### src/smem_cfg.svh
/*
 * sizing for the forward recirculation queue
 * read id width, queue and occurrence FIFO depths, stored interval width
 */
`ifndef SMEM_CFG_SVH
`define SMEM_CFG_SVH

`define SMEM_READ_NUM_WIDTH 8   // read id bits
`define SMEM_QUEUE_DEPTH_LOG 9  // 512 records in flight
`define SMEM_OCC_DEPTH_LOG 6    // 64 DRAM responses

// intervals never exceed this many bits
`define SMEM_INTV_STORED 33

`endif

### src/queue_status_pkg.sv
/*
 * status codes and dispatch choices of the forward queue
 */
package queue_status_pkg;

	// record status as carried by the forward pipeline
	typedef enum logic [5:0] {
		F_INIT  = 6'd0,  // first round, no query needed
		F_RUN   = 6'd1,  // still extending
		F_BREAK = 6'd2,  // finished, no DRAM lookup
		BUBBLE  = 6'h30  // empty slot
	} status_e;

	// ==============================
	// per-cycle dispatch, in priority order
	typedef enum logic [1:0] {
		D_BREAK, // head is F_BREAK
		D_MEM,   // head + oldest occurrence response
		D_NEW,   // inject new read
		D_IDLE   // bubble
	} dispatch_e;

endpackage

### src/smem_types_pkg.sv
/*
 * data types of the forward queue
 * width typedefs plus the packed record layouts kept in the
 * read queue and the occurrence FIFO
 */
`include "smem_cfg.svh"

package smem_types_pkg;

	typedef logic [`SMEM_READ_NUM_WIDTH-1:0] read_num_t;
	typedef logic [6:0] pos_t;     // query position, size or index
	typedef logic [7:0] bp_t;      // query base from read RAM
	typedef logic [`SMEM_INTV_STORED-1:0] intv_t;
	typedef logic [13:0] info_t;   // port bits 38..32 on top, 6..0 below
	typedef logic [63:0] word64_t; // port-side interval / info
	typedef logic [31:0] cnt_a_t;
	typedef logic [63:0] cnt_b_t;

	// ==============================
	// one queued forward record
	typedef struct packed {
		pos_t      ptr_curr;
		read_num_t read_num;
		intv_t     ik_x0;
		intv_t     ik_x1;
		intv_t     ik_x2;
		info_t     ik_info;
		pos_t      forward_i;
		pos_t      min_intv;
		bp_t       query;      // base fetched at stage 3
		pos_t      backward_x;
		queue_status_pkg::status_e status;
	} fwd_rec_t;

	// one occurrence response, 384 bits
	typedef struct packed {
		cnt_a_t cnt_a0;
		cnt_a_t cnt_a1;
		cnt_a_t cnt_a2;
		cnt_a_t cnt_a3;
		cnt_b_t cnt_b0;
		cnt_b_t cnt_b1;
		cnt_b_t cnt_b2;
		cnt_b_t cnt_b3;
	} occ_rec_t;

endpackage

### src/queue_port_if.sv
/*
 * push/pop port of the read queue
 * producer fills it, store holds it, consumer drains it
 */
`timescale 1ns/1ps

interface queue_port_if;

	smem_types_pkg::fwd_rec_t entry; // record to store
	logic                     push;  // 1-cycle strobe, no back-pressure
	smem_types_pkg::fwd_rec_t head;  // oldest record
	logic                     empty;
	logic                     pop;   // 1-cycle strobe, advances head

	modport producer (
		output entry,
		output push
	);

	modport store (
		input  entry,
		input  push,
		input  pop,
		output head,
		output empty
	);

	modport consumer (
		input  head,
		input  empty,
		output pop
	);

endinterface

### src/queue_ctrl.sv
/*
 * queue dispatch control
 * picks break / memory / new read / bubble each cycle, pops the queues
 * and registers the record sent back to the forward pipeline
 */
`timescale 1ns/1ps

module queue_ctrl (
	input  logic                       Clk_32UI,
	input  logic                       reset_n,
	input  logic                       stall,
	queue_port_if.consumer             q,
	input  smem_types_pkg::occ_rec_t   occ_head,
	input  logic                       occ_valid,
	output logic                       occ_pop,
	input  logic                       load_done,
	input  logic                       new_read_valid,
	input  smem_types_pkg::read_num_t  new_read_num,
	input  smem_types_pkg::word64_t    new_ik_x0, new_ik_x1, new_ik_x2, new_ik_info,
	input  smem_types_pkg::pos_t       new_forward_i, new_min_intv,
	output logic                       new_read,
	output queue_status_pkg::status_e  status_out,
	output smem_types_pkg::pos_t       ptr_curr_out,
	output smem_types_pkg::read_num_t  read_num_out,
	output smem_types_pkg::word64_t    ik_x0_out, ik_x1_out, ik_x2_out, ik_info_out,
	output smem_types_pkg::pos_t       forward_i_out, min_intv_out, backward_x_out,
	output smem_types_pkg::bp_t        query_out,
	output smem_types_pkg::cnt_a_t     cnt_a0_out, cnt_a1_out, cnt_a2_out, cnt_a3_out,
	output smem_types_pkg::cnt_b_t     cnt_b0_out, cnt_b1_out, cnt_b2_out, cnt_b3_out
);
	import smem_types_pkg::*;
	import queue_status_pkg::*;

	dispatch_e dispatch;
	fwd_rec_t  head_rec;
	logic      head_valid;

	// stored info bits back to their port positions
	function automatic word64_t info_expand(info_t info);
		return {25'd0, info[13:7], 25'd0, info[6:0]};
	endfunction

	assign head_rec   = q.head;
	assign head_valid = !q.empty;

	// ==============================
	// dispatch priority
	always_comb begin
		if (head_valid && head_rec.status == F_BREAK)
			dispatch = D_BREAK;      // leaves w/o memory
		else if (head_valid && occ_valid)
			dispatch = D_MEM;        // pair with oldest response
		else if (load_done && new_read_valid)
			dispatch = D_NEW;
		else
			dispatch = D_IDLE;
	end

	assign q.pop    = !stall && (dispatch == D_BREAK || dispatch == D_MEM);
	assign occ_pop  = !stall && (dispatch == D_MEM);
	assign new_read = !stall && (dispatch == D_NEW);  // strobe, no handshake

	always_ff @(posedge Clk_32UI) begin
		if (!reset_n)
			status_out <= BUBBLE;
		else if (!stall)
			case (dispatch)
				D_BREAK, D_MEM: status_out <= head_rec.status;
				D_NEW:          status_out <= F_INIT;
				default:        status_out <= BUBBLE;
			endcase
	end

	// ==============================
	// record payload
	always_ff @(posedge Clk_32UI) begin
		if (!stall) begin
			case (dispatch)
				D_BREAK, D_MEM: begin
					ptr_curr_out   <= head_rec.ptr_curr;
					read_num_out   <= head_rec.read_num;
					ik_x0_out      <= word64_t'(head_rec.ik_x0);  // zero-extend
					ik_x1_out      <= word64_t'(head_rec.ik_x1);
					ik_x2_out      <= word64_t'(head_rec.ik_x2);
					ik_info_out    <= info_expand(head_rec.ik_info);
					forward_i_out  <= head_rec.forward_i;
					min_intv_out   <= head_rec.min_intv;
					backward_x_out <= head_rec.backward_x;
					query_out      <= head_rec.query;
				end
				D_NEW: begin
					ptr_curr_out   <= '0;
					read_num_out   <= new_read_num;
					ik_x0_out      <= new_ik_x0;
					ik_x1_out      <= new_ik_x1;
					ik_x2_out      <= new_ik_x2;
					ik_info_out    <= new_ik_info;
					forward_i_out  <= new_forward_i + 1'b1;
					min_intv_out   <= new_min_intv;
					backward_x_out <= new_forward_i;
					query_out      <= '0;  // first round needs no base
				end
				default: begin
					ptr_curr_out   <= '1;
					read_num_out   <= '1;
					ik_x0_out      <= '1;
					ik_x1_out      <= '1;
					ik_x2_out      <= '1;
					ik_info_out    <= '1;
					forward_i_out  <= '1;
					min_intv_out   <= '1;
					backward_x_out <= '1;
					query_out      <= '1;
				end
			endcase
			if (dispatch == D_MEM)  // counts hold otherwise
				{cnt_a0_out, cnt_a1_out, cnt_a2_out, cnt_a3_out,
					cnt_b0_out, cnt_b1_out, cnt_b2_out, cnt_b3_out} <= occ_head;
		end
	end

endmodule

### src/flat_wrapper.sv
// flat-port wrapper written by rule: the top's interface ports become plain ports
module queue_ctrl_flat import smem_types_pkg::*; import queue_status_pkg::*;
  (Clk_32UI, reset_n, stall, occ_head, occ_valid, occ_pop, load_done, new_read_valid, new_read_num, new_ik_x0, new_ik_x1, new_ik_x2, new_ik_info, new_forward_i, new_min_intv, new_read, status_out, ptr_curr_out, read_num_out, ik_x0_out, ik_x1_out, ik_x2_out, ik_info_out, forward_i_out, min_intv_out, backward_x_out, query_out, cnt_a0_out, cnt_a1_out, cnt_a2_out, cnt_a3_out, cnt_b0_out, cnt_b1_out, cnt_b2_out, cnt_b3_out, q_head, q_empty, q_pop);
  queue_port_if q_i ();
  input  logic Clk_32UI;
  input  logic reset_n;
  input  logic stall;
  input  smem_types_pkg::occ_rec_t occ_head;
  input  logic occ_valid;
  output logic occ_pop;
  input  logic load_done;
  input  logic new_read_valid;
  input  smem_types_pkg::read_num_t new_read_num;
  input  smem_types_pkg::word64_t new_ik_x0;
  input  smem_types_pkg::word64_t new_ik_x1;
  input  smem_types_pkg::word64_t new_ik_x2;
  input  smem_types_pkg::word64_t new_ik_info;
  input  smem_types_pkg::pos_t new_forward_i;
  input  smem_types_pkg::pos_t new_min_intv;
  output logic new_read;
  output queue_status_pkg::status_e status_out;
  output smem_types_pkg::pos_t ptr_curr_out;
  output smem_types_pkg::read_num_t read_num_out;
  output smem_types_pkg::word64_t ik_x0_out;
  output smem_types_pkg::word64_t ik_x1_out;
  output smem_types_pkg::word64_t ik_x2_out;
  output smem_types_pkg::word64_t ik_info_out;
  output smem_types_pkg::pos_t forward_i_out;
  output smem_types_pkg::pos_t min_intv_out;
  output smem_types_pkg::pos_t backward_x_out;
  output smem_types_pkg::bp_t query_out;
  output smem_types_pkg::cnt_a_t cnt_a0_out;
  output smem_types_pkg::cnt_a_t cnt_a1_out;
  output smem_types_pkg::cnt_a_t cnt_a2_out;
  output smem_types_pkg::cnt_a_t cnt_a3_out;
  output smem_types_pkg::cnt_b_t cnt_b0_out;
  output smem_types_pkg::cnt_b_t cnt_b1_out;
  output smem_types_pkg::cnt_b_t cnt_b2_out;
  output smem_types_pkg::cnt_b_t cnt_b3_out;
  input wire logic [$bits(q_i.head)-1:0] q_head;
  input wire logic [$bits(q_i.empty)-1:0] q_empty;
  output wire logic [$bits(q_i.pop)-1:0] q_pop;
  assign q_i.head = q_head;
  assign q_i.empty = q_empty;
  assign q_pop = q_i.pop;
  queue_ctrl u_core (.Clk_32UI(Clk_32UI), .reset_n(reset_n), .stall(stall), .q(q_i), .occ_head(occ_head), .occ_valid(occ_valid), .occ_pop(occ_pop), .load_done(load_done), .new_read_valid(new_read_valid), .new_read_num(new_read_num), .new_ik_x0(new_ik_x0), .new_ik_x1(new_ik_x1), .new_ik_x2(new_ik_x2), .new_ik_info(new_ik_info), .new_forward_i(new_forward_i), .new_min_intv(new_min_intv), .new_read(new_read), .status_out(status_out), .ptr_curr_out(ptr_curr_out), .read_num_out(read_num_out), .ik_x0_out(ik_x0_out), .ik_x1_out(ik_x1_out), .ik_x2_out(ik_x2_out), .ik_info_out(ik_info_out), .forward_i_out(forward_i_out), .min_intv_out(min_intv_out), .backward_x_out(backward_x_out), .query_out(query_out), .cnt_a0_out(cnt_a0_out), .cnt_a1_out(cnt_a1_out), .cnt_a2_out(cnt_a2_out), .cnt_a3_out(cnt_a3_out), .cnt_b0_out(cnt_b0_out), .cnt_b1_out(cnt_b1_out), .cnt_b2_out(cnt_b2_out), .cnt_b3_out(cnt_b3_out));
endmodule
### config.mk
export PLATFORM = sky130hd
export DESIGN_NAME = queue_ctrl_flat
export DESIGN_NICKNAME = d
export VERILOG_FILES = /design/src/queue_status_pkg.sv /design/src/smem_types_pkg.sv /design/src/queue_port_if.sv /design/src/queue_ctrl.sv /design/src/flat_wrapper.sv
export VERILOG_INCLUDE_DIRS = /design/src
export SDC_FILE = /design/constraint.sdc
export NUM_CORES = 1
export LEC_CHECK = 0
export BUFFER_PORTS_ARGS = -buffer_cell sky130_fd_sc_hd__buf_2
export CAP_MARGIN = 0
export CELL_PAD_IN_SITES_DETAIL_PLACEMENT = 1
export CELL_PAD_IN_SITES_GLOBAL_PLACEMENT = 1
export CORE_AREA = 3 3 593 595
export CTS_CLUSTER_DIAMETER = 40
export DETAILED_ROUTE_END_ITERATION = 10
export DIE_AREA = 0 0 596 598
export PLACE_DENSITY_LB_ADDON = 0.12
export SYNTH_ARGS = -nofsm -noshare
export SYNTH_HDL_FRONTEND = slang
export SYNTH_SLANG_ARGS = --single-unit
### constraint.sdc
create_clock -name Clk_32UI -period 43.2 [get_ports Clk_32UI]
set_clock_uncertainty 0.05 [all_clocks]
set_input_delay 8.64 -clock Clk_32UI [delete_from_list [all_inputs] [get_ports Clk_32UI]]
set_output_delay 8.64 -clock Clk_32UI [all_outputs]
set_load 0.02 [all_outputs]
==> impl_metrics.env <==
export IMPL_fp_row_count=216
export IMPL_grt_pass1_vias=23200
export IMPL_io_pins=1525
export IMPL_core_area_um2=346000
export IMPL_multiInputGateArea_um2=3250
export IMPL_setup_viol=0
export IMPL_cts_root_buffer="clkbuf_16"
export IMPL_die_width_um=596
export IMPL_synth_warnings=0
export IMPL_die_y_um=598
export IMPL_worstHoldPathType="flip-flop to flip-flop"
export IMPL_wl_met1_mm=71.8
export IMPL_postCtsHoldBufs=0
export IMPL_tightest_slew_ps=1040
export IMPL_hold_depth=2
export IMPL_antenna_found_initial=372
export IMPL_ir_drop_uv=32.5
export IMPL_min_period_ps=19120
export IMPL_cellLeakagePower_nw=17.7
export IMPL_drt_wl_total_mm=222
export IMPL_relSlewSlack_pct=30.5
export IMPL_crit_arrival_ps=10430
export IMPL_drv_slew=0
export IMPL_pre_cts_slack_ps=24070
export IMPL_layout_drive_gt1_share_pct=53.9
export IMPL_grt_max_degree=116
export IMPL_dr_total_vias=22000
export IMPL_syn_nets=2386
export IMPL_met2_length_mm=115
export IMPL_overflow=0
export IMPL_dp_hpwl_mm=188
export IMPL_place_congestion=0.793
export IMPL_synth_edf_count=684
export IMPL_crit_fanout=42
export IMPL_post_cts_buffers=0
export IMPL_syn2layout_area_growth_pct=85.7
export IMPL_pwr_density_cell_nw_per_um2=58.9
export IMPL_ys_types=30
export IMPL_drt_iter0_drc=1056
export IMPL_clock_latency_ps=810
export IMPL_syn_inst=1553
export IMPL_period_share_pct=44.3
export IMPL_fin_ws_ps=24080
export IMPL_criticalPathCategory="input port to output pin"
export IMPL_hold_viol=0
export IMPL_fin_nets=4082
export IMPL_regArea_um2=20700
export IMPL_wl_per_cell_um=27.5
export IMPL_r2r_cells=2
export IMPL_port_buffers=1524
export IMPL_outcome="finished clean"
export IMPL_mostFrequentLayoutCells="1524 x buf_2, 684 x edfxtp_1, 325 x nor2_1"
export IMPL_synth_flop_cell="edfxtp_1"
export IMPL_post_cts_resized=0
export IMPL_ys_seq_elements=690
export IMPL_clk_path_buf_depth=4
export IMPL_start_kind="input port"
export IMPL_fmax_mhz=52.3
export IMPL_avgViaCountPerCell=2.72
export IMPL_cp_required_ps=34510
export IMPL_met3WireLength_mm=27.8
export IMPL_numCtsBuffers=228
export IMPL_firstDrtPassIters=4
export IMPL_end_kind="output pin"
export IMPL_highest_layer="met5"
export IMPL_ys_seq_area_share_pct=85.1
export IMPL_synthTopCellsByArea="edfxtp_1 85%, nor2_1 5.0%, nand2_1 4.3%"
export IMPL_drc=0
export IMPL_finalSetupTns_ps=0
export IMPL_cts_tree="yes"
export IMPL_drv_cap=0
export IMPL_start_util_pct=7.01
export IMPL_path_clk_slew_ps=40
export IMPL_dieArea_um2=356000
export IMPL_synthesis_area_um2=24300
export IMPL_yosys_area_top_type_share_pct=84.6
export IMPL_fillers=40100
export IMPL_cts_sinks=690
export IMPL_ant_nets=0
export IMPL_rsz0062_at_grt="false"
export IMPL_synthArstFlopShare_pct=0
export IMPL_yosysTopAreaCell="edfxtp_1"
export IMPL_final_common_cell="buf_2"
export IMPL_cts_htree_levels=4
export IMPL_track_usage_pct=11.9
export IMPL_syn_avg_cell_area_um2=15.6
export IMPL_grt_pass1_wl_mm=274
## report_power, final
part	internal [W]	switching, W	total [W]
sequential	0.000793	0.0000195	0.000812
clock	0.00113	0.000497	0.00162
combinational	0.0000660	0.000159	0.000225
total	0.00198	0.000676	0.00266
## state kept, by name, summed over array words and instances, names as in the netlist, 32 cells and up
register	count
u_core.ik_info_out	64
u_core.cnt_a0_out	32
u_core.cnt_a1_out	32
u_core.cnt_a3_out	32
u_core.ik_x1_out	64
u_core.cnt_b0_out	64
u_core.cnt_b1_out	64
u_core.cnt_b2_out	64
u_core.ik_x2_out	64
u_core.cnt_a2_out	32
u_core.ik_x0_out	64
u_core.cnt_b3_out	64
## per-layer routing
layer  up-vias  GRT usage [%]
met5         -              0
met4       120           2.58
met3       765           6.62
met2      1673           22.4
li1       9184              -
met1     10300           11.2
## cell type report
cell class | instances | area share [%]
flip-flops and latches | 690 | 45.8
repair buffers | 1549 | 17.4
clock buffers | 288 | 13.3
well taps | 4578 | 12.7
multi-input cells | 778 | 7.21
clock inverters | 124 | 3.19
diodes | 84 | 0.466
inverters | 2 | 0.0333
## cells in the mapped netlist, drive strengths merged, types with 2 or more instances
cell type / n
edfxtp: 684
nor2: 326
nand2: 279
o21ai: 137
clkbuf: 48
buf: 35
a31oi: 6
dfxtp: 6
nand3: 4
and3: 3
nor2b: 3
xnor2: 3
a21boi: 2
a21oi: 2
inv: 2
nor3: 2
o311ai: 2
xor2: 2
## cell families (layout without fill, tap and decap cells)
family / after synthesis / in the layout / synth area share [%]
XOR/XNOR: 5 / 5 / 0.180
AND/OR/NAND/NOR: 621 / 621 / 9.75
other: 0 / 84 / 0
AO/OA/AOI/OAI: 151 / 151 / 3.27
adder cells (fa/ha/maj): 1 / 1 / 0.0515
buffers and inverters: 85 / 1963 / 1.69
flip-flops: 690 / 690 / 85.1
## worst max-delay path: stages
cell and delay [ps]:
buf_2 170, or4_4 560, o41a_2 390, buf_4 290, nor2_1 150, buf_2 180
## per-stage QoR
stage	utilization [%]	instances	hold slack, ps	area, um2	power, W
after floorplan	-	1553	494	24300	0.000917
after global placement	10.8	7597	437	37500	0.00106
after detailed placement	10.8	7597	433	37500	0.00106
after CTS	13.0	8009	448	44900	0.00273
after global routing	13.0	8029	501	45000	0.00278
final	13.0	8093	447	45100	0.00266
## path summary, 6_finish.rpt
| path | startpoint | endpoint | slack (ps) |
|---|---|---|---|
| setup reg to reg | u_core.status_out[1]$_SDFFE_PN0N_ | u_core.status_out[1]$_SDFFE_PN0N_ | 42380 |
| hold reg to reg | u_core.status_out[3]$_SDFFE_PN0N_ | u_core.status_out[3]$_SDFFE_PN0N_ | 450 |
| setup / recovery | q_head[5] | q_pop | 24080 |
| hold / removal | u_core.status_out[3]$_SDFFE_PN0N_ | u_core.status_out[3]$_SDFFE_PN0N_ | 450 |
(Power assumes the default switching activity.)
