===== src/smem_cfg.svh =====
/*
 * sizing for the forward recirculation queue
 * read id width, queue and occurrence FIFO depths, stored interval width
 */
`ifndef SMEM_CFG_SVH
`define SMEM_CFG_SVH

`define SMEM_READ_NUM_WIDTH 8   // read id bits
`define SMEM_QUEUE_DEPTH_LOG 9  // 512 records in flight
`define SMEM_OCC_DEPTH_LOG 6    // 64 DRAM responses

// intervals never exceed this many bits
`define SMEM_INTV_STORED 33

`endif


===== src/queue_status_pkg.sv =====
/*
 * status codes and dispatch choices of the forward queue
 */
package queue_status_pkg;

	// record status as carried by the forward pipeline
	typedef enum logic [5:0] {
		F_INIT  = 6'd0,  // first round, no query needed
		F_RUN   = 6'd1,  // still extending
		F_BREAK = 6'd2,  // finished, no DRAM lookup
		BUBBLE  = 6'h30  // empty slot
	} status_e;

	// ==============================
	// per-cycle dispatch, in priority order
	typedef enum logic [1:0] {
		D_BREAK, // head is F_BREAK
		D_MEM,   // head + oldest occurrence response
		D_NEW,   // inject new read
		D_IDLE   // bubble
	} dispatch_e;

endpackage


===== src/smem_types_pkg.sv =====
/*
 * data types of the forward queue
 * width typedefs plus the packed record layouts kept in the
 * read queue and the occurrence FIFO
 */
`include "smem_cfg.svh"

package smem_types_pkg;

	typedef logic [`SMEM_READ_NUM_WIDTH-1:0] read_num_t;
	typedef logic [6:0] pos_t;     // query position, size or index
	typedef logic [7:0] bp_t;      // query base from read RAM
	typedef logic [`SMEM_INTV_STORED-1:0] intv_t;
	typedef logic [13:0] info_t;   // port bits 38..32 on top, 6..0 below
	typedef logic [63:0] word64_t; // port-side interval / info
	typedef logic [31:0] cnt_a_t;
	typedef logic [63:0] cnt_b_t;

	// ==============================
	// one queued forward record
	typedef struct packed {
		pos_t      ptr_curr;
		read_num_t read_num;
		intv_t     ik_x0;
		intv_t     ik_x1;
		intv_t     ik_x2;
		info_t     ik_info;
		pos_t      forward_i;
		pos_t      min_intv;
		bp_t       query;      // base fetched at stage 3
		pos_t      backward_x;
		queue_status_pkg::status_e status;
	} fwd_rec_t;

	// one occurrence response, 384 bits
	typedef struct packed {
		cnt_a_t cnt_a0;
		cnt_a_t cnt_a1;
		cnt_a_t cnt_a2;
		cnt_a_t cnt_a3;
		cnt_b_t cnt_b0;
		cnt_b_t cnt_b1;
		cnt_b_t cnt_b2;
		cnt_b_t cnt_b3;
	} occ_rec_t;

endpackage


===== src/queue_port_if.sv =====
/*
 * push/pop port of the read queue
 * producer fills it, store holds it, consumer drains it
 */
`timescale 1ns/1ps

interface queue_port_if;

	smem_types_pkg::fwd_rec_t entry; // record to store
	logic                     push;  // 1-cycle strobe, no back-pressure
	smem_types_pkg::fwd_rec_t head;  // oldest record
	logic                     empty;
	logic                     pop;   // 1-cycle strobe, advances head

	modport producer (
		output entry,
		output push
	);

	modport store (
		input  entry,
		input  push,
		input  pop,
		output head,
		output empty
	);

	modport consumer (
		input  head,
		input  empty,
		output pop
	);

endinterface


===== src/query_delay_pipe.sv =====
/*
 * query wait pipe
 * requests the next query base from the read RAM, holds the record three
 * stages until the base returns, packs it and pushes it into the read queue
 */
`timescale 1ns/1ps
`include "smem_cfg.svh"

module query_delay_pipe (
	input  logic                       Clk_32UI,
	input  logic                       reset_n,
	input  logic                       stall,
	input  queue_status_pkg::status_e  status,
	input  smem_types_pkg::pos_t       ptr_curr,
	input  smem_types_pkg::read_num_t  read_num,
	input  smem_types_pkg::word64_t    ik_x0, ik_x1, ik_x2, ik_info,
	input  smem_types_pkg::pos_t       forward_i, min_intv, backward_x,
	input  smem_types_pkg::pos_t       next_query_position,
	input  smem_types_pkg::bp_t        query_bp,
	output smem_types_pkg::pos_t       query_position,
	output smem_types_pkg::read_num_t  query_read_num,
	output logic [5:0]                 query_status,
	queue_port_if.producer             q
);
	import smem_types_pkg::*;
	import queue_status_pkg::*;

	// payload of one wait stage
	typedef struct packed {
		pos_t      ptr_curr;
		read_num_t read_num;
		word64_t   ik_x0;
		word64_t   ik_x1;
		word64_t   ik_x2;
		word64_t   ik_info;
		pos_t      forward_i;
		pos_t      min_intv;
		pos_t      backward_x;
	} stage_t;

	stage_t   stage_l [3];  // L0..L2 payload
	status_e  status_l [4]; // L0..L3, L3 lines up with f_data
	fwd_rec_t f_data;       // packed record, waits one edge for push
	logic     req_ok;

	// ==============================
	// RAM request, all ones when no base is needed
	assign req_ok         = (status != BUBBLE) && (status != F_BREAK);
	assign query_position = req_ok ? next_query_position : '1;
	assign query_read_num = req_ok ? read_num : '1;
	assign query_status   = req_ok ? status : '1;

	always_ff @(posedge Clk_32UI) begin
		if (!reset_n) begin
			for (int i = 0; i < 4; i++)
				status_l[i] <= BUBBLE;
		end else if (!stall) begin
			status_l[0] <= status;
			for (int i = 1; i < 4; i++)
				status_l[i] <= status_l[i-1];
		end
	end

	always_ff @(posedge Clk_32UI) begin
		if (!stall) begin
			stage_l[0] <= {ptr_curr, read_num, ik_x0, ik_x1, ik_x2, ik_info,
				forward_i, min_intv, backward_x};
			stage_l[1] <= stage_l[0];
			stage_l[2] <= stage_l[1];
			// base from RAM is valid now, truncate and pack
			f_data.ptr_curr   <= stage_l[2].ptr_curr;
			f_data.read_num   <= stage_l[2].read_num;
			f_data.ik_x0      <= stage_l[2].ik_x0[`SMEM_INTV_STORED-1:0];
			f_data.ik_x1      <= stage_l[2].ik_x1[`SMEM_INTV_STORED-1:0];
			f_data.ik_x2      <= stage_l[2].ik_x2[`SMEM_INTV_STORED-1:0];
			f_data.ik_info    <= {stage_l[2].ik_info[38:32], stage_l[2].ik_info[6:0]};
			f_data.forward_i  <= stage_l[2].forward_i;
			f_data.min_intv   <= stage_l[2].min_intv;
			f_data.query      <= query_bp;
			f_data.backward_x <= stage_l[2].backward_x;
			f_data.status     <= status_l[2];
		end
	end

	// bubbles and unknown codes are dropped here
	assign q.entry = f_data;
	assign q.push  = !stall && (status_l[3] inside {F_INIT, F_RUN, F_BREAK});

	// base must be back from RAM by the packing edge
	a_push_known: assert property (@(posedge Clk_32UI) disable iff (!reset_n)
		q.push |-> !$isunknown(q.entry))
		else $error("queue push of a record with unknown bits");

endmodule


===== src/flat_wrapper.sv =====
// flat-port wrapper written by rule: the top's interface ports become plain ports
module query_delay_pipe_flat import smem_types_pkg::*; import queue_status_pkg::*;
  (Clk_32UI, reset_n, stall, status, ptr_curr, read_num, ik_x0, ik_x1, ik_x2, ik_info, forward_i, min_intv, backward_x, next_query_position, query_bp, query_position, query_read_num, query_status, q_entry, q_push);
  queue_port_if q_i ();
  input  logic Clk_32UI;
  input  logic reset_n;
  input  logic stall;
  input  queue_status_pkg::status_e status;
  input  smem_types_pkg::pos_t ptr_curr;
  input  smem_types_pkg::read_num_t read_num;
  input  smem_types_pkg::word64_t ik_x0;
  input  smem_types_pkg::word64_t ik_x1;
  input  smem_types_pkg::word64_t ik_x2;
  input  smem_types_pkg::word64_t ik_info;
  input  smem_types_pkg::pos_t forward_i;
  input  smem_types_pkg::pos_t min_intv;
  input  smem_types_pkg::pos_t backward_x;
  input  smem_types_pkg::pos_t next_query_position;
  input  smem_types_pkg::bp_t query_bp;
  output smem_types_pkg::pos_t query_position;
  output smem_types_pkg::read_num_t query_read_num;
  output logic [5:0] query_status;
  output wire logic [$bits(q_i.entry)-1:0] q_entry;
  output wire logic [$bits(q_i.push)-1:0] q_push;
  assign q_entry = q_i.entry;
  assign q_push = q_i.push;
  query_delay_pipe u_core (.Clk_32UI(Clk_32UI), .reset_n(reset_n), .stall(stall), .status(status), .ptr_curr(ptr_curr), .read_num(read_num), .ik_x0(ik_x0), .ik_x1(ik_x1), .ik_x2(ik_x2), .ik_info(ik_info), .forward_i(forward_i), .min_intv(min_intv), .backward_x(backward_x), .next_query_position(next_query_position), .query_bp(query_bp), .query_position(query_position), .query_read_num(query_read_num), .query_status(query_status), .q(q_i));
endmodule

===== config.mk =====
export PLATFORM = sky130hd
export DESIGN_NAME = query_delay_pipe_flat
export DESIGN_NICKNAME = d
export VERILOG_FILES = /design/src/queue_status_pkg.sv /design/src/smem_types_pkg.sv /design/src/queue_port_if.sv /design/src/query_delay_pipe.sv /design/src/flat_wrapper.sv
export VERILOG_INCLUDE_DIRS = /design/src
export SDC_FILE = /design/constraint.sdc
export NUM_CORES = 1
export LEC_CHECK = 0
export BUFFER_PORTS_ARGS = -buffer_cell sky130_fd_sc_hd__buf_2
export CORE_ASPECT_RATIO = 1.1
export CORE_MARGIN = 3
export CORE_UTILIZATION = 52
export DETAILED_ROUTE_END_ITERATION = 12
export GPL_ROUTABILITY_DRIVEN = 0
export PLACE_DENSITY = 0.88
export SYNTH_ARGS = -nofsm -noshare
export SYNTH_HDL_FRONTEND = slang
export SYNTH_SLANG_ARGS = --single-unit

===== constraint.sdc =====
create_clock -name Clk_32UI -period 18.1 [get_ports Clk_32UI]
set_input_delay 0 -clock Clk_32UI [delete_from_list [all_inputs] [get_ports Clk_32UI]]
set_output_delay 0 -clock Clk_32UI [all_outputs]
set_load 0.01 [all_outputs]

==> results of run 1 <==
[per-layer routing]
metal | global-route usage [%] | share of wire [%] | up-vias
met5 | 0 | 0 | -
met4 | 5.59 | 2.5 | 0
met3 | 4.41 | 7.3 | 59
met2 | 30.5 | 52 | 382
met1 | 23.2 | 38 | 4181
li1 | - | - | 3948
[kinds of logic (layout without fill, tap and decap cells)]
group           count (synthesis)  in the layout  synth area share [%]
compound gates                  2              2                0.0902
buf+inv                         5            633                 0.174
flops                         634            634                  98.0
other cells                     0              1                     0
simple gates                   51             51                  1.73
[placed cells by master (no fill, tap or decap), types with 3 or more instances in the layout]
cell and count:
clkinv_1 16, and2_1 15, clkbuf_16 58, nand2b_2 4
clkinv_2 13, clkbuf_1 10, edfxtp_1 634, or2b_1 3
buf_2 357, dlygate4sd3_1 167, nand2b_1 22, buf_4 3
bufinv_16 3
[timing repair]
item | in CTS | in global routing
hold endpoints to repair | 166 | 0
hold buffers | 167 | 0
buffers inserted | 0 | 0
[worst paths after layout]
path / start / endpoint
worst min register to register: u_core.stage_l[2][107]$_DFFE_PN_ / u_core.q.entry[71]$_DFFE_PN_
worst max-delay path: stall / u_core.stage_l[2][87]$_DFFE_PN_
worst max register to register: u_core.status_l[2][5]$_SDFFCE_PN1P_ / u_core.status_l[3][5]$_SDFFCE_PN1P_
worst min-delay path: stall / u_core.status_l[3][4]$_SDFFCE_PN1P_
[where the power goes]
part | leakage, nW | internal, mW | total (mW) | switching [mW]
registers | 6.21 | 1.73 | 1.76 | 0.0312
clock network | 0.861 | 0.628 | 1.12 | 0.490
logic | 2.28 | 0.0551 | 0.121 | 0.0660
total | 9.35 | 2.42 | 3.00 | 0.587
[final cells by class]
cell class | instances | area (um2)
Inverter | 1 | 11.3
Timing Repair Buffer | 528 | 3500
Antenna cell | 1 | 2.50
Fill cell | 2188 | 11300
Tap cell | 487 | 609
Clock inverter | 36 | 256
Sequential cell | 634 | 19000
Clock buffer | 68 | 1490
Multi-Input combinational cell | 53 | 354
[state kept, by name (all words and copies together) (netlist names)]
name,cells
u_core.q.entry,163
u_core.stage_l,447
u_core.status_l,24
[metrics by stage]
| step | util, % | instances |
|---|---|---|
| 6_report | 69.1 | 1808 |
| 5_1_grt | 69.1 | 1807 |
| 4_1_cts | 69.1 | 1807 |
| 2_1_floorplan | - | 692 |
| 3_3_place_gp | 59.8 | 1536 |
| 3_5_place_dp | 59.8 | 1536 |
==> metrics.txt, run 1 <==
status=finished, final reports clean; Synth area leaders=edfxtp_1 98%, nand2b_1 0.71%, and2_1 0.48%; crit path cell chain=buf_2, inv_8, buf_4, buf_4; Core Rows=73; Die Area=39700 um2; final setup vio count=0; ys flop type=edfxtp_1; Synthesized Nets=1008; Ports=501; Nets=1591; syn_area_per_cell=28.1 um2; nature of the critical path startpoint=input port; Post-DRT Antenna Nets=0; first-pass GRT wire length=52.7 mm; clock root cell=clkbuf_16; Max Fclk=0.412 GHz; Clock Skews=0.0131 ns; Layout area overhead=30.0%; Peak VDD IR=0.0838 mV; vias in the first global route=9057; grt total ovfl=0; crit share post-route=13.4%; top-area cell type share of the netlist area=98.0%; Design Area, Final=25300 um2; Core Region=36500 um2; pre-CTS WS=14.91 ns; Final WS setup=15.67 ns; Hold WS=0.0362 ns; Vias=8570; DRC errors left=0; register-to-register setup slack=17.26 ns; data arrival time of the critical path=2.62 ns; Die Width=190 um; Worst-path clk slew=0.06 ns; Die H=209 um; Worst-Margin Slew=1.09 ns; Slowest-stage cell, CP=buf_4; Detailed Routing Iterations Pass 1=5; DRT iter0 DRCs=690; CTS max path bufs=3; Resize count post-CTS=0; vias per cell=4.74; CTS sink count=634; WHS Path Cells=3; #FFs+latches synth=634; FF-to-FF path depth=1; slew margin rel.=27.5%; CP Capture Type=register; port bufs=357; RSZ-0062 raised after global routing=no; asr flop ratio synth=0%; max cap viols=0; routed len/inst=19.8 um; Routed WL=35.8 mm; setup TNS=0 ns; CP peak stage delay=0.90 ns; Leak=9.35 nW; synthesized instance count=692; max-slew violation count=0; Synth Cell Area=19400 um2; cell mode on critical path=buf_4; Hold Path Class=input port to register; post-synth top area cell=edfxtp_1; power density cells=119 nW/um2; top post-synthesis cells by count=634 x edfxtp_1, 22 x nand2b_1, 15 x and2_1; post-DP HPWL=20.1 mm; Tot GR Track Use=18.0%; Final Hold Vio Count=0; share of cells above drive strength 1=33.9%; worst-skew pair later-pin latency=0.57 ns; CP required=18.29 ns; min Tclk post-route=2.43 ns; CTS tree=yes; CP bufs+invs=4; post-synthesis cell type count=17; Initial Utilization=53.2%; register area share after synthesis=98.0%; initial antenna violation count=0; CTS buffer count=57; Crit path depth=4; Pwr Total=3.00 mW; Max Fanout on Critical Path=151; count leader, synth=edfxtp_1; cell family with most CP delay=buffers and inverters; Synthesis Warnings=0; Area after DPL=21800 um2; Setup Crit Path Kind=input port to register; Post-synth EDFFs=634; pin count of the biggest net entering global routing=209; # H-tree levels=2
No activity file was read; power rests on OpenSTA's default activity.
==> run 2, diff against run 1 <==
--- a/config.mk
+++ b/config.mk
@@ -6,13 +6,14 @@
 export SDC_FILE = /design/constraint.sdc
 export NUM_CORES = 1
 export LEC_CHECK = 0
+export ABC_AREA = 1
 export BUFFER_PORTS_ARGS = -buffer_cell sky130_fd_sc_hd__buf_2
 export CORE_ASPECT_RATIO = 1.1
 export CORE_MARGIN = 3
-export CORE_UTILIZATION = 52
+export CORE_UTILIZATION = 47
 export DETAILED_ROUTE_END_ITERATION = 12
 export GPL_ROUTABILITY_DRIVEN = 0
-export PLACE_DENSITY = 0.88
+export PLACE_DENSITY = 0.84
 export SYNTH_ARGS = -nofsm -noshare
 export SYNTH_HDL_FRONTEND = slang
 export SYNTH_SLANG_ARGS = --single-unit
==> constraint.sdc (replaced) <==
create_clock -name Clk_32UI -period 2 [get_ports Clk_32UI]
set_input_delay 0 -clock Clk_32UI [delete_from_list [all_inputs] [get_ports Clk_32UI]]
set_output_delay 0 -clock Clk_32UI [all_outputs]
set_load 0.01 [all_outputs]
==> metrics.txt, run 2 <==
final setup vio count=0; Synthesis Warnings=0; Placed Cells=1651; count leader, synth=edfxtp_1; Synth Cell Area=19600 um2; top-area cell type share of the netlist area=97.0%; vias per cell=4.65; clock root cell=clkbuf_16; post-DP HPWL=20.9 mm; Finished Layout Cells=1931; #FFs+latches synth=634; Synthesized Nets=1051; switch share=19.6%; Leak=9.83 nW; Layout area overhead=32.7%; crit share post-route=93.5%; Internal=23.4 mW; Vias=8987; Top reg by flops=u_core.stage_l; Comb pwr share=4.1%; Post-synth EDFFs=634; Core Rows=77; Routed WL=37.8 mm; Final WS setup=0.129 ns; Peak VDD IR=0.923 mV; Post-CTS Hold Fix Bufs=168; DRC errors left=0; part of the power in registers=54.7%; vias in the first global route=9410; max-slew violation count=0; CP Capture Type=output port; Clock Skews=0.0257 ns; CTS sink count=634; grt total ovfl=0; Post-CTS Setup Inserts=0; asr flop ratio synth=0%; CTS max path bufs=3; Core Region=40800 um2; Hold WS=0.0180 ns; ys flop type=edfxtp_1; syn_area_per_cell=26.7 um2; Worst-path clk slew=0.07 ns; Post-DRT Antenna Nets=0; top post-synthesis cells by count=634 x edfxtp_1, 35 x inv_1, 22 x nand3_2; Pwr Total=29.1 mW; fillers=2601; most common cell after layout, fill and taps aside=edfxtp_1; Ports=501; CTS buffer count=59; slew margin rel.=57.2%; routed len/inst=19.6 um; Max Fanout on Critical Path=21; register area=19000 um2; port bufs=357; most frequent cells in the layout=634 x edfxtp_1, 357 x buf_2, 168 x dlygate4sd3_1, 60 x clkbuf_16, 35 x inv_1; pre-CTS WS=0.572 ns; post-synthesis cell type count=16; min Tclk post-route=1.87 ns; power density cells=1120 nW/um2; Final Core Density=63.9%; Worst-Margin Slew=0.641 ns; synthesized instance count=735; worst-skew pair later-pin latency=0.61 ns; Multi-input gate area=392 um2; first-pass GRT wire length=55.8 mm; Synth area leaders=edfxtp_1 97%, nand3_2 1.1%, inv_1 0.67%; Initial Utilization=48.2%; nature of the critical path startpoint=input port; share of cells above drive strength 1=35.6%; Final Hold Vio Count=0; # H-tree levels=2; Die Area=44200 um2; Die H=220 um; Nets=1643; Die Width=201 um; switching power total=5.70 mW; max cap viols=0; DRT iter0 DRCs=665; post-synth top area cell=edfxtp_1; clock share of power=41.2%; Max Fclk=0.535 GHz; CP required=2.00 ns; pin count of the biggest net entering global routing=87; Resize count post-CTS=0; initial antenna violation count=0; data arrival time of the critical path=1.87 ns; CTS tree=yes; status=finished, final reports clean; Detailed Routing Iterations Pass 1=5; register area share after synthesis=97.0%; RSZ-0062 raised after global routing=no; max reg flops=447; Hold Path Class=input port to register; Setup Crit Path Kind=input port to output port; Tot GR Track Use=16.9%
==> run 2: changes by cell type in the layout (fill, tap and decap cells not counted), sizes merged, moves of 8 or more <==
cell / previous run / this run
nand2b: 26 / 0
nand3: 0 / 23
bufinv: 3 / 13
and2: 16 / 0
inv: 2 / 39
buf: 361 / 369
nor2: 0 / 21
==> run 2: stage by stage <==
step	TNS (ns)	instance area [um2]
6_report	0	26100
2_1_floorplan	-0.385	19600
3_5_place_dp	0	22200
5_1_grt	0	26100
3_3_place_gp	0	22200
4_1_cts	0	26100
==> run 2: worst paths after layout <==
check	start	end	slack (ns)	cells after the start
hold reg to reg	u_core.stage_l[0][244]$_DFFE_PN_	u_core.stage_l[1][244]$_DFFE_PN_	0.39	0
setup / recovery	status[1]	query_read_num[2]	0.13	7
setup reg to reg	u_core.status_l[2][5]$_SDFFCE_PN1P_	u_core.status_l[3][5]$_SDFFCE_PN1P_	1.08	1
hold / removal	stall	u_core.stage_l[2][24]$_DFFE_PN_	0.02	2
==> run 2: worst max-delay path: stages <==
cell and delay (ns):
dlygate4sd3_1 0.56, buf_2 0.15, inv_1 0.09, nor2_2 0.13, nand3_2 0.51, nand3_2 0.25, buf_2 0.17
==> run 2: power by group through the flow <==
stage | clock network, mW | registers (mW) | logic [mW]
2_1_floorplan | 0 | 16.2 | 0.255
4_1_cts | 12.2 | 15.9 | 1.17
5_1_grt | 12.8 | 16.0 | 1.27
3_5_place_dp | 0 | 16.2 | 0.900
6_report | 12.0 | 15.9 | 1.18
3_3_place_gp | 0 | 16.1 | 0.867
==> run 2: cell families after synthesis <==
logic type             synth area share (%)
DFF                                    97.0
and+or+nand+nor                        2.00
buffers and inverters                  1.00
==> run 2: cell type report <==
type | count | area share [%]
Clock inverter | 42 | 2.25
Tap cell | 553 | 2.66
Sequential cell | 634 | 73.1
Timing Repair Buffer | 537 | 14.0
Inverter | 36 | 0.620
Clock buffer | 69 | 5.89
Antenna cell | 1 | 0.00961
Multi-Input combinational cell | 59 | 1.50
==> run 2: layer usage <==
metal	vias up	wire, um	global-route usage, %
li1	4087	-	-
met1	4442	14300	20.1
met2	385	19800	30.2
met3	73	2700	4.44
met4	0	1070	5.86
met5	-	0	0
